[config.mk]
export PLATFORM = sky130hd
export DESIGN_NAME = decodeTop
export DESIGN_NICKNAME = d
export VERILOG_FILES = /design/src/rtl/decodePkg.sv /design/src/rtl/fetchUnit.sv /design/src/rtl/ifIdReg.sv /design/src/rtl/instrDecoder.sv /design/src/rtl/decodeTop.sv
export SDC_FILE = /design/constraint.sdc
export NUM_CORES = 1
export LEC_CHECK = 0
export BUFFER_PORTS_ARGS = -buffer_cell sky130_fd_sc_hd__buf_2
export CORE_UTILIZATION = 61
export CTS_CLUSTER_SIZE = 30
export DETAILED_ROUTE_END_ITERATION = 7
export HOLD_SLACK_MARGIN = 0.03
export PLACE_DENSITY_LB_ADDON = 0.25
export REMOVE_ABC_BUFFERS = 1
export SETUP_SLACK_MARGIN = 0.5
export SLEW_MARGIN = 25
export SYNTH_ARGS = -nofsm -noshare
export SYNTH_HDL_FRONTEND = slang
export SYNTH_SLANG_ARGS = --single-unit
[constraint.sdc]
create_clock -name clk -period 8.25 [get_ports clk]
set_clock_uncertainty 0.2 [all_clocks]
set_input_delay 1.65 -clock clk [delete_from_list [all_inputs] [get_ports clk]]
set_output_delay 1.65 -clock clk [all_outputs]
set_load 0.03 [all_outputs]
[src/rtl/decodePkg.sv]
`default_nettype none

package decodePkg;

    ////////////////////
    // widths and vectors
    ////////////////////
    localparam int INSTR_W  = 32;
    localparam int ADDR_W   = 32;
    localparam int OPCODE_W = 6;
    localparam int REG_W    = 5;

    localparam logic [ADDR_W-1:0] RESET_PC = 32'hBFC0_0000;  // boot rom, kseg1

    // regimm branches are selected by the rt field
    localparam logic [REG_W-1:0] RT_BLTZ   = 5'b00000;
    localparam logic [REG_W-1:0] RT_BGEZ   = 5'b00001;
    localparam logic [REG_W-1:0] RT_BLTZAL = 5'b10000;
    localparam logic [REG_W-1:0] RT_BGEZAL = 5'b10001;

    localparam logic [REG_W-1:0]    RS_MF      = 5'b00000;  // cop0 move from
    localparam logic [REG_W-1:0]    RS_MT      = 5'b00100;  // cop0 move to
    localparam logic [REG_W-1:0]    RS_CO      = 5'b10000;  // cop0 function group
    localparam logic [OPCODE_W-1:0] ERET_FUNCT = 6'b011000;

    ////////////////////
    // encodings
    ////////////////////
    typedef enum logic [OPCODE_W-1:0] {
        OPC_SPECIAL = 6'b000000, OPC_REGIMM = 6'b000001,
        OPC_J       = 6'b000010, OPC_JAL    = 6'b000011,
        OPC_BEQ     = 6'b000100, OPC_BNE    = 6'b000101,
        OPC_BLEZ    = 6'b000110, OPC_BGTZ   = 6'b000111,
        OPC_ADDI    = 6'b001000, OPC_ADDIU  = 6'b001001,
        OPC_SLTI    = 6'b001010, OPC_SLTIU  = 6'b001011,
        OPC_ANDI    = 6'b001100, OPC_ORI    = 6'b001101,
        OPC_XORI    = 6'b001110, OPC_LUI    = 6'b001111,
        OPC_COP0    = 6'b010000,
        OPC_LB      = 6'b100000, OPC_LH     = 6'b100001,
        OPC_LW      = 6'b100011, OPC_LBU    = 6'b100100,
        OPC_LHU     = 6'b100101, OPC_SB     = 6'b101000,
        OPC_SH      = 6'b101001, OPC_SW     = 6'b101011
    } Opcode;

    typedef enum logic [OPCODE_W-1:0] {
        FN_SLL  = 6'b000000, FN_SRL   = 6'b000010, FN_SRA     = 6'b000011,
        FN_SLLV = 6'b000100, FN_SRLV  = 6'b000110, FN_SRAV    = 6'b000111,
        FN_JR   = 6'b001000, FN_JALR  = 6'b001001, FN_SYSCALL = 6'b001100,
        FN_BREAK = 6'b001101,
        FN_MFHI = 6'b010000, FN_MTHI  = 6'b010001, FN_MFLO    = 6'b010010,
        FN_MTLO = 6'b010011, FN_MULT  = 6'b011000, FN_MULTU   = 6'b011001,
        FN_DIV  = 6'b011010, FN_DIVU  = 6'b011011,
        FN_ADD  = 6'b100000, FN_ADDU  = 6'b100001, FN_SUB     = 6'b100010,
        FN_SUBU = 6'b100011, FN_AND   = 6'b100100, FN_OR      = 6'b100101,
        FN_XOR  = 6'b100110, FN_NOR   = 6'b100111, FN_SLT     = 6'b101010,
        FN_SLTU = 6'b101011
    } Funct;

    typedef enum logic [5:0] {
        OP_ADD, OP_ADDU, OP_SUB, OP_SUBU, OP_SLT, OP_SLTU,
        OP_AND, OP_OR, OP_XOR, OP_NOR,
        OP_SLL, OP_SRL, OP_SRA, OP_SLLV, OP_SRLV, OP_SRAV,
        OP_MULT, OP_MULTU, OP_DIV, OP_DIVU,
        OP_MFHI, OP_MFLO, OP_MTHI, OP_MTLO,
        OP_JR, OP_JALR, OP_SYSCALL, OP_BREAK,
        OP_BLTZ, OP_BGEZ, OP_BLTZAL, OP_BGEZAL,
        OP_J, OP_JAL, OP_BEQ, OP_BNE, OP_BLEZ, OP_BGTZ,
        OP_ADDI, OP_ADDIU, OP_SLTI, OP_SLTIU, OP_ANDI, OP_ORI, OP_XORI, OP_LUI,
        OP_LB, OP_LBU, OP_LH, OP_LHU, OP_LW,
        OP_SB, OP_SH, OP_SW,
        OP_MFC0, OP_MTC0, OP_ERET,
        OP_INVALID
    } InstrType;

    typedef enum logic [4:0] {
        ADD, ADDU, SUB, SUBU, SLT, SLTU, AND, OR, XOR, NOR,
        LUI, SLL, SRL, SRA, MULT, MULTU, DIV, DIVU, NOP
    } AluOp;

    typedef enum logic [2:0] {NONE, SYSCALL, BREAK, ERET, RESERVED} ExceptType;

    ////////////////////
    // control fields
    ////////////////////
    typedef enum logic [2:0] {LD_NONE, LD_B, LD_BU, LD_H, LD_HU, LD_W} LoadType;
    typedef enum logic [1:0] {ST_NONE, ST_B, ST_H, ST_W} StoreType;
    typedef enum logic [2:0] {
        BR_NONE, BR_BEQ, BR_BNE, BR_BLEZ, BR_BGTZ, BR_BLTZ, BR_BGEZ, BR_JR
    } BranchType;
    typedef enum logic [2:0] {WB_ALU, WB_MEM, WB_HI, WB_LO, WB_CP0, WB_PC8} WbSel;
    typedef enum logic [1:0] {DST_RD, DST_RT, DST_R31} DstSel;
    typedef enum logic [1:0] {EXT_SIGN, EXT_ZERO, EXT_UPPER} ExtOp;
    typedef enum logic {SRCA_REG, SRCA_SHAMT} AluSrcA;
    typedef enum logic {SRCB_REG, SRCB_IMM} AluSrcB;

    typedef struct packed {
        logic [ADDR_W-1:0]  pc;
        logic [INSTR_W-1:0] instr;
    } FetchPkt;

    typedef struct packed {
        logic [ADDR_W-1:0] pc;
        InstrType          instrType;
        AluOp              aluOp;
        LoadType           loadType;
        StoreType          storeType;
        BranchType         branchType;
        WbSel              wbSel;
        DstSel             dstSel;
        ExtOp              extOp;
        AluSrcA            aluSrcA;
        AluSrcB            aluSrcB;
        logic              regWrite;
        logic              isImmeJump;   // j/jal target from instr_index
        ExceptType         exceptType;
    } CtrlBundle;

endpackage

`default_nettype wire

[src/rtl/fetchUnit.sv]
`timescale 1ns/1ps
`default_nettype none

module fetchUnit import decodePkg::*; (
    input  logic               clk,
    input  logic               rstN,
    input  logic               imemValid,
    input  logic [INSTR_W-1:0] imemData,
    input  logic               redirectValid,
    input  logic [ADDR_W-1:0]  redirectPc,
    output logic               fetchValid,
    output FetchPkt            fetchPkt
);

    logic [ADDR_W-1:0] pc;     // pc of the next accepted word
    logic              accept;

    assign accept = imemValid && !redirectValid;  // redirect wins

    always_ff @(posedge clk or negedge rstN) begin
        if (!rstN) begin
            pc         <= RESET_PC;
            fetchValid <= 1'b0;
        end else if (redirectValid) begin
            pc         <= redirectPc;
            fetchValid <= 1'b0;    // drop the word in this stage
        end else begin
            fetchValid <= imemValid;
            if (imemValid) begin
                pc <= pc + 32'd4;
            end
        end
    end

    always_ff @(posedge clk) begin
        if (accept) begin
            fetchPkt.pc    <= pc;
            fetchPkt.instr <= imemData;
        end
    end

    aRedirectAligned: assert property (@(posedge clk) disable iff (!rstN)
        redirectValid |-> redirectPc[1:0] == 2'b00);

endmodule

`default_nettype wire

[src/rtl/ifIdReg.sv]
`timescale 1ns/1ps
`default_nettype none

module ifIdReg import decodePkg::*; (
    input  logic    clk,
    input  logic    rstN,
    input  logic    fetchValid,
    input  FetchPkt fetchPkt,
    input  logic    redirectValid,
    output logic    idValid,
    output FetchPkt idPkt
);

    // flush only clears the flag, the payload is don't care then
    always_ff @(posedge clk or negedge rstN) begin
        if (!rstN) begin
            idValid <= 1'b0;
        end else begin
            idValid <= fetchValid && !redirectValid;
        end
    end

    always_ff @(posedge clk) begin
        if (fetchValid) begin
            idPkt <= fetchPkt;  // held between strobes
        end
    end

endmodule

`default_nettype wire

[src/rtl/instrDecoder.sv]
`timescale 1ns/1ps
`default_nettype none

module instrDecoder import decodePkg::*; (
    input  logic      clk,
    input  logic      rstN,
    input  logic      idValid,
    input  FetchPkt   idPkt,
    output logic      ctrlValid,
    output CtrlBundle ctrl
);

    logic [OPCODE_W-1:0] opcode;
    logic [OPCODE_W-1:0] funct;
    logic [REG_W-1:0]    rs;
    logic [REG_W-1:0]    rt;
    logic [REG_W-1:0]    shamt;
    InstrType            instrType;
    CtrlBundle           ctrlNext;
    logic                isRAlu;
    logic                isIAlu;
    logic                isLoad;
    logic                isLink;

    assign opcode = idPkt.instr[31:26];
    assign rs     = idPkt.instr[25:21];
    assign rt     = idPkt.instr[20:16];
    assign shamt  = idPkt.instr[10:6];
    assign funct  = idPkt.instr[5:0];

    ////////////////////
    // step 1, word to type
    ////////////////////
    always_comb begin
        instrType = OP_INVALID;  // anything not matched below
        case (opcode)
            OPC_SPECIAL: begin
                case (funct)
                    FN_ADD:     instrType = OP_ADD;
                    FN_ADDU:    instrType = OP_ADDU;
                    FN_SUB:     instrType = OP_SUB;
                    FN_SUBU:    instrType = OP_SUBU;
                    FN_SLT:     instrType = OP_SLT;
                    FN_SLTU:    instrType = OP_SLTU;
                    FN_AND:     instrType = OP_AND;
                    FN_OR:      instrType = OP_OR;
                    FN_XOR:     instrType = OP_XOR;
                    FN_NOR:     instrType = OP_NOR;
                    FN_SLL:     instrType = (rs == '0) ? OP_SLL : OP_INVALID;
                    FN_SRL:     instrType = (rs == '0) ? OP_SRL : OP_INVALID;
                    FN_SRA:     instrType = (rs == '0) ? OP_SRA : OP_INVALID;
                    FN_SLLV:    instrType = (shamt == '0) ? OP_SLLV : OP_INVALID;
                    FN_SRLV:    instrType = (shamt == '0) ? OP_SRLV : OP_INVALID;
                    FN_SRAV:    instrType = (shamt == '0) ? OP_SRAV : OP_INVALID;
                    FN_MULT:    instrType = OP_MULT;
                    FN_MULTU:   instrType = OP_MULTU;
                    FN_DIV:     instrType = OP_DIV;
                    FN_DIVU:    instrType = OP_DIVU;
                    FN_MFHI:    instrType = OP_MFHI;
                    FN_MFLO:    instrType = OP_MFLO;
                    FN_MTHI:    instrType = OP_MTHI;
                    FN_MTLO:    instrType = OP_MTLO;
                    FN_JR:      instrType = OP_JR;
                    FN_JALR:    instrType = OP_JALR;
                    FN_SYSCALL: instrType = OP_SYSCALL;
                    FN_BREAK:   instrType = OP_BREAK;
                    default:    instrType = OP_INVALID;
                endcase
            end
            OPC_REGIMM: begin
                case (rt)
                    RT_BLTZ:   instrType = OP_BLTZ;
                    RT_BGEZ:   instrType = OP_BGEZ;
                    RT_BLTZAL: instrType = OP_BLTZAL;
                    RT_BGEZAL: instrType = OP_BGEZAL;
                    default:   instrType = OP_INVALID;
                endcase
            end
            OPC_J:     instrType = OP_J;
            OPC_JAL:   instrType = OP_JAL;
            OPC_BEQ:   instrType = OP_BEQ;
            OPC_BNE:   instrType = OP_BNE;
            OPC_BLEZ:  instrType = OP_BLEZ;
            OPC_BGTZ:  instrType = OP_BGTZ;
            OPC_ADDI:  instrType = OP_ADDI;
            OPC_ADDIU: instrType = OP_ADDIU;
            OPC_SLTI:  instrType = OP_SLTI;
            OPC_SLTIU: instrType = OP_SLTIU;
            OPC_ANDI:  instrType = OP_ANDI;
            OPC_ORI:   instrType = OP_ORI;
            OPC_XORI:  instrType = OP_XORI;
            OPC_LUI:   instrType = OP_LUI;
            OPC_LB:    instrType = OP_LB;
            OPC_LBU:   instrType = OP_LBU;
            OPC_LH:    instrType = OP_LH;
            OPC_LHU:   instrType = OP_LHU;
            OPC_LW:    instrType = OP_LW;
            OPC_SB:    instrType = OP_SB;
            OPC_SH:    instrType = OP_SH;
            OPC_SW:    instrType = OP_SW;
            OPC_COP0: begin
                if (rs == RS_MF) begin
                    instrType = OP_MFC0;
                end else if (rs == RS_MT) begin
                    instrType = OP_MTC0;
                end else if (rs == RS_CO && funct == ERET_FUNCT) begin
                    instrType = OP_ERET;
                end
            end
            default:   instrType = OP_INVALID;  // lwl/lwr/swl/swr/cache land here
        endcase
    end

    ////////////////////
    // step 2, type to bundle
    ////////////////////
    assign isRAlu = instrType inside {OP_ADD, OP_ADDU, OP_SUB, OP_SUBU, OP_SLT, OP_SLTU,
                                      OP_AND, OP_OR, OP_XOR, OP_NOR, OP_SLL, OP_SRL,
                                      OP_SRA, OP_SLLV, OP_SRLV, OP_SRAV};
    assign isIAlu = instrType inside {OP_ADDI, OP_ADDIU, OP_SLTI, OP_SLTIU,
                                      OP_ANDI, OP_ORI, OP_XORI, OP_LUI};
    assign isLoad = instrType inside {OP_LB, OP_LBU, OP_LH, OP_LHU, OP_LW};
    assign isLink = instrType inside {OP_JAL, OP_JALR, OP_BLTZAL, OP_BGEZAL};  // write pc+8

    always_comb begin
        ctrlNext.pc         = idPkt.pc;
        ctrlNext.instrType  = instrType;
        ctrlNext.regWrite   = isRAlu || isIAlu || isLoad || isLink
                              || instrType inside {OP_MFHI, OP_MFLO, OP_MFC0};
        ctrlNext.isImmeJump = instrType inside {OP_J, OP_JAL};
        ctrlNext.aluSrcA    = (instrType inside {OP_SLL, OP_SRL, OP_SRA}) ? SRCA_SHAMT : SRCA_REG;
        ctrlNext.aluSrcB    = (isIAlu || isLoad || instrType inside {OP_SB, OP_SH, OP_SW})
                              ? SRCB_IMM : SRCB_REG;

        if (isIAlu || isLoad || instrType == OP_MFC0) begin
            ctrlNext.dstSel = DST_RT;
        end else if (instrType inside {OP_JAL, OP_BLTZAL, OP_BGEZAL}) begin
            ctrlNext.dstSel = DST_R31;
        end else begin
            ctrlNext.dstSel = DST_RD;
        end

        case (instrType)
            OP_ANDI, OP_ORI, OP_XORI: ctrlNext.extOp = EXT_ZERO;
            OP_LUI:                   ctrlNext.extOp = EXT_UPPER;
            default:                  ctrlNext.extOp = EXT_SIGN;
        endcase

        case (instrType)
            OP_ADD, OP_ADDI:   ctrlNext.aluOp = ADD;
            OP_ADDU, OP_ADDIU: ctrlNext.aluOp = ADDU;
            OP_SUB:            ctrlNext.aluOp = SUB;
            OP_SUBU:           ctrlNext.aluOp = SUBU;
            OP_SLT, OP_SLTI:   ctrlNext.aluOp = SLT;
            OP_SLTU, OP_SLTIU: ctrlNext.aluOp = SLTU;
            OP_AND, OP_ANDI:   ctrlNext.aluOp = AND;
            OP_OR, OP_ORI:     ctrlNext.aluOp = OR;
            OP_XOR, OP_XORI:   ctrlNext.aluOp = XOR;
            OP_NOR:            ctrlNext.aluOp = NOR;
            OP_LUI:            ctrlNext.aluOp = LUI;
            OP_SLL, OP_SLLV:   ctrlNext.aluOp = SLL;
            OP_SRL, OP_SRLV:   ctrlNext.aluOp = SRL;
            OP_SRA, OP_SRAV:   ctrlNext.aluOp = SRA;
            OP_MULT:           ctrlNext.aluOp = MULT;
            OP_MULTU:          ctrlNext.aluOp = MULTU;
            OP_DIV:            ctrlNext.aluOp = DIV;
            OP_DIVU:           ctrlNext.aluOp = DIVU;
            default:           ctrlNext.aluOp = NOP;
        endcase

        case (instrType)
            OP_LB:   ctrlNext.loadType = LD_B;
            OP_LBU:  ctrlNext.loadType = LD_BU;
            OP_LH:   ctrlNext.loadType = LD_H;
            OP_LHU:  ctrlNext.loadType = LD_HU;
            OP_LW:   ctrlNext.loadType = LD_W;
            default: ctrlNext.loadType = LD_NONE;
        endcase

        case (instrType)
            OP_SB:   ctrlNext.storeType = ST_B;
            OP_SH:   ctrlNext.storeType = ST_H;
            OP_SW:   ctrlNext.storeType = ST_W;
            default: ctrlNext.storeType = ST_NONE;
        endcase

        case (instrType)
            OP_BEQ:              ctrlNext.branchType = BR_BEQ;
            OP_BNE:              ctrlNext.branchType = BR_BNE;
            OP_BLEZ:             ctrlNext.branchType = BR_BLEZ;
            OP_BGTZ:             ctrlNext.branchType = BR_BGTZ;
            OP_BLTZ, OP_BLTZAL:  ctrlNext.branchType = BR_BLTZ;
            OP_BGEZ, OP_BGEZAL:  ctrlNext.branchType = BR_BGEZ;
            OP_JR, OP_JALR:      ctrlNext.branchType = BR_JR;  // register target
            default:             ctrlNext.branchType = BR_NONE;
        endcase

        if (isLoad) begin
            ctrlNext.wbSel = WB_MEM;
        end else if (isLink) begin
            ctrlNext.wbSel = WB_PC8;
        end else if (instrType == OP_MFHI) begin
            ctrlNext.wbSel = WB_HI;
        end else if (instrType == OP_MFLO) begin
            ctrlNext.wbSel = WB_LO;
        end else if (instrType == OP_MFC0) begin
            ctrlNext.wbSel = WB_CP0;
        end else begin
            ctrlNext.wbSel = WB_ALU;
        end

        case (instrType)
            OP_SYSCALL: ctrlNext.exceptType = SYSCALL;
            OP_BREAK:   ctrlNext.exceptType = BREAK;
            OP_ERET:    ctrlNext.exceptType = ERET;
            OP_INVALID: ctrlNext.exceptType = RESERVED;  // reserved instruction trap
            default:    ctrlNext.exceptType = NONE;
        endcase
    end

    ////////////////////
    // id/ex register
    ////////////////////
    always_ff @(posedge clk or negedge rstN) begin
        if (!rstN) begin
            ctrlValid <= 1'b0;
        end else begin
            ctrlValid <= idValid;
        end
    end

    always_ff @(posedge clk) begin
        if (idValid) begin
            ctrl <= ctrlNext;
        end
    end

    aReservedQuiet: assert property (@(posedge clk) disable iff (!rstN)
        ctrlValid && ctrl.exceptType == RESERVED
            |-> !ctrl.regWrite && ctrl.loadType == LD_NONE && ctrl.storeType == ST_NONE);

endmodule

`default_nettype wire

[src/rtl/decodeTop.sv]
`timescale 1ns/1ps
`default_nettype none

module decodeTop import decodePkg::*; (
    input  logic               clk,
    input  logic               rstN,
    input  logic               imemValid,
    input  logic [INSTR_W-1:0] imemData,
    input  logic               redirectValid,
    input  logic [ADDR_W-1:0]  redirectPc,
    output logic               ctrlValid,
    output CtrlBundle          ctrl
);

    logic    fetchValid;
    FetchPkt fetchPkt;
    logic    idValid;
    FetchPkt idPkt;

    fetchUnit uFetch (
        .clk           (clk),
        .rstN          (rstN),
        .imemValid     (imemValid),
        .imemData      (imemData),
        .redirectValid (redirectValid),
        .redirectPc    (redirectPc),
        .fetchValid    (fetchValid),
        .fetchPkt      (fetchPkt)
    );

    ifIdReg uIfId (
        .clk           (clk),
        .rstN          (rstN),
        .fetchValid    (fetchValid),
        .fetchPkt      (fetchPkt),
        .redirectValid (redirectValid),  // flush
        .idValid       (idValid),
        .idPkt         (idPkt)
    );

    instrDecoder uDecode (
        .clk       (clk),
        .rstN      (rstN),
        .idValid   (idValid),
        .idPkt     (idPkt),
        .ctrlValid (ctrlValid),
        .ctrl      (ctrl)
    );

endmodule

`default_nettype wire

==> results.md <==
* Total of max-cap violations at 0
* Portion of total power attributed to sequential cells at 52.3%
* Initial antenna violation count at 1
* Number of nets at the end of the flow at 840
* Number of synthesized flops with an enable pin at 183
* Shortest period the worst path allows at 4.17 ns
* Net Switching at 586 uW
* CTS sink cnt at 218
* Via count of the first global-routing pass at 5428
* RSZ-0062 raised after global routing: no
* Final Slew Violations at 0
* Main synth FF type: edfxtp_1
* Worst hold slack after final layout at 0.210 ns
* Count of antenna diodes in the layout at 0
* R2R setup slack at 4.08 ns
* CP startpoint kind: register
* Areal power density over the cells at 240 nW/um2
* Clock edge transition at the registers on the reported setup and hold paths at 0.06 ns
* Crit share post-route at 50.6%
* Routed length per placed instance at 17.8 um
* Filler cell count at 903
* Number of I/O port buffers at 128
* Mean post-synth cell area at 14.0 um2
* Half-perimeter wire length after placement at 11300 um
* Worst Reg2Reg Path Length in Cells at 10
* Number of hold violations in the final report at 0
* Category of the critical setup timing path: reg2reg
* Clock tree from TritonCTS: built
* R2R Path End: uDecode.ctrl[4]$_DFFE_PP_
* Routed vias/inst at 5.84
* Cell chosen for the clock root: clkbuf_16
* Critical-path maximum fanout at 18
* Max-slew headroom at 34.1%
* GR Layer Usage met3 at 6.60%
* Cells after synthesis at 642
* Achievable Freq at 240 MHz
* # hold bufs at CTS at 0
* Launching point of the worst reg2reg path: uIfId.idPkt[3]$_DFFE_PP_
* Fraction of layout cells with a size suffix above 1 at 26.9%
* Lkg Pwr at 0.00392 uW
* Area added between synthesis and finish at 16.8%
* Remaining global-route overflow at 0
* Met2 global-route usage at 39.7%
* Number of remaining DRC errors at 0
* Count of buffers added by post-CTS timing repair for setup at 0
* Placed cell area at 9750 um2
* Final routed wirelength across all metal layers at 17200 um
* H-tree level count at 1
* Number of cell rows at 43
* Proportion of synthesized chip area in sequential cells at 71.1%
* Maximum clock insertion buffer count at 3
* Worst-skew pair later-pin latency at 0.50 ns
* Worst EP required at 8.28 ns
* Io pins at 134
* TritonCTS buffer count at 22
* Worst vdd ir at 0.190 mV
* Maximum number of pins on one net before global-route repair at 65
* Synthesis warning total at 0
* Run status: completed
* Min-delay worst type: reg2reg
* Actual transition at the worst max-transition pin at 0.986 ns
* Area of the die at 15200 um2
* Initial standard-cell utilization of the core at 63.7%
* Post-Route Setup TNS at 0 ns
* Switching part of the total at 23.3%
* Met1 track demand over resource in global routing at 29.0%
* Number of gates resized after CTS at 0
* Iteration-0 DRC count of the detailed router at 544
* Hold Path Stages at 0
* Standard cell core area at 14100 um2
* Floorplan die width at 123 um
* Clock network power share at 39.4%
* Arrival time at the worst endpoint at 4.20 ns
* DRT Pass-1 Iters at 5
* Routed vias at 5625
* Gpl congestion at 0.877
* Sort of element at the end of the critical path: register
* GRT Resource Usage Total at 23.4%
* Post-route standard cell area excluding fillers at 10500 um2
* Setup-violating endpoint count in the final report at 0
* Number of routed nets with antenna violations at 0
* Most Crowded Layer GR: met2
* Height of the chip at 123 um
* Combinational power share at 8.3%
* Placed insts at 923
* Final setup slack of the worst path at 4.08 ns
* Wire length of the first global-routing pass at 27000 um
* Worst min-delay path endpoint: uIfId.idPkt[19]$_DFFE_PP_
* Setup WS pre-CTS at 4.19 ns
* Library cells used by synthesis at 77
* Final Instance Count excl. Fillers at 963
* Share of synthesized flip-flops with an asynchronous set or reset at 16.1%
* Startpoint of the lowest-slack hold path: uFetch.fetchPkt[19]$_DFFE_PP_
* Post-synthesis sequential element count at 218
* Internal power component at 1930 uW
* Synth Cell Area at 8970 um2
## synthesized netlist by cell type (all sizes together), types with 4 or more instances
cell	number	share of area, %
edfxtp	183	61
nand2	62	2.6
o21ai	43	2.4
nor2	36	1.6
dfrtp	26	7.3
a21oi	21	1.2
xor2	20	2.0
clkbuf	19	0.79
nor3	16	1.3
nand3	14	0.78
buf	12	0.68
xnor2	11	1.1
and3	10	0.70
inv	10	0.42
dfstp	9	2.6
or2	9	0.66
a21boi	7	0.59
nand2b	7	0.49
nand4	7	0.49
nor2b	7	0.49
nor4	7	0.49
or4	7	0.63
o211ai	6	0.50
a2bb2oi	5	0.49
ha	5	0.70
o21bai	5	0.42
a211oi	4	0.45
mux2i	4	0.45
nand3b	4	0.33
o221ai	4	0.46
or3	4	0.33
## cell families after synthesis
family,after synthesis,share of synthesized area [%]
AOI/OAI and AO/OA,133,9.96
xor gates and xnor gates,31,3.03
adders and majority gates,5,0.697
buffers and inverters,41,1.90
DFF,218,71.1
muxes,7,0.823
and+or+nand+nor,207,12.5
## flip-flops by register name, summed over array words and instances (netlist names)
name               count
uIfId.idPkt           59
uDecode.ctrlValid      1
uFetch.fetchValid      1
uFetch.fetchPkt       59
uIfId.idValid          1
uFetch.pc             32
uDecode.ctrl          65
## through the flow
| stage | util (%) | total power (uW) |
|---|---|---|
| finish | 74.4 | 2520 |
| global route | 74.4 | 2600 |
| CTS | 74.4 | 2530 |
| detailed placement | 69.1 | 1540 |
| global placement | 69.1 | 1540 |
| floorplan | - | 1470 |
## routing by layer
layer	part of all wire (%)	vias to the layer above
met5	0.076	-
met2	51	239
met3	8.4	39
met4	2.0	2
met1	39	2667
li1	-	2678
## cells in the final DEF (no fill, tap or decap), types with 4 or more instances in the layout
cell type and instances:
clkinv_2 4, or2_2 6, nand3_1 14, nand4_1 7
nand2_1 62, dfstp_2 9, buf_4 4, nor2_2 5
nor2b_1 6, o211ai_1 6, o21bai_1 5, mux2i_1 4
and3_1 10, nor2_1 31, o21ai_1 5, a21oi_1 21
xnor2_1 11, nor3_1 12, xor2_1 20, ha_1 5
nand2b_1 7, nor4_1 7, nand3b_1 4, a2bb2oi_1 5
clkbuf_16 22, edfxtp_1 183, or4_1 6, buf_2 128
inv_1 8, dfrtp_1 24, a21boi_0 7, o21ai_0 38
## power groups by stage
stage | Sequential [uW] | Combinational [uW] | Clock, uW
finish | 1320 | 210 | 991
global route | 1320 | 230 | 1040
CTS | 1310 | 209 | 1010
detailed placement | 1340 | 207 | 0
global placement | 1330 | 204 | 0
floorplan | 1340 | 120 | 0
## critical path: stages, from the launching register on
cell and delay, ns:
edfxtp_1 0.65, nor4bb_1 0.41, nor3b_1 0.22, o21ai_0 0.12, a2111oi_0 0.57, o21ai_1 0.37, ha_1 0.46, nor2_1 0.40
a21oi_1 0.07, o211ai_1 0.28, nand4_1 0.13
## how the worst max path moves through the flow
stage | start | to | slack [ns]
after CTS | uIfId.idPkt[3]$_DFFE_PP_ | uDecode.ctrl[4]$_DFFE_PP_ | 4.14
final | uIfId.idPkt[3]$_DFFE_PP_ | uDecode.ctrl[4]$_DFFE_PP_ | 4.08
after detailed placement | uIfId.idPkt[3]$_DFFE_PP_ | uDecode.ctrl[4]$_DFFE_PP_ | 4.19
after global placement | uIfId.idPkt[28]$_DFFE_PP_ | uDecode.ctrl[4]$_DFFE_PP_ | 4.24
after global routing | uIfId.idPkt[3]$_DFFE_PP_ | uDecode.ctrl[4]$_DFFE_PP_ | 3.76
after floorplan | redirectValid | uFetch.fetchPkt[0]$_DFFE_PP_ | 3.25
## cell type report
type / instances / area (um2) / area share (%)
tap: 180 / 225 / 2.15
sequential: 218 / 6380 / 60.9
clock inverter: 13 / 138 / 1.31
timing repair buffer: 132 / 671 / 6.40
inverter: 10 / 37.5 / 0.358
clock buffer: 27 / 599 / 5.72
multi-input combinational: 383 / 2430 / 23.2
No activity file was read; power rests on OpenSTA's default activity.
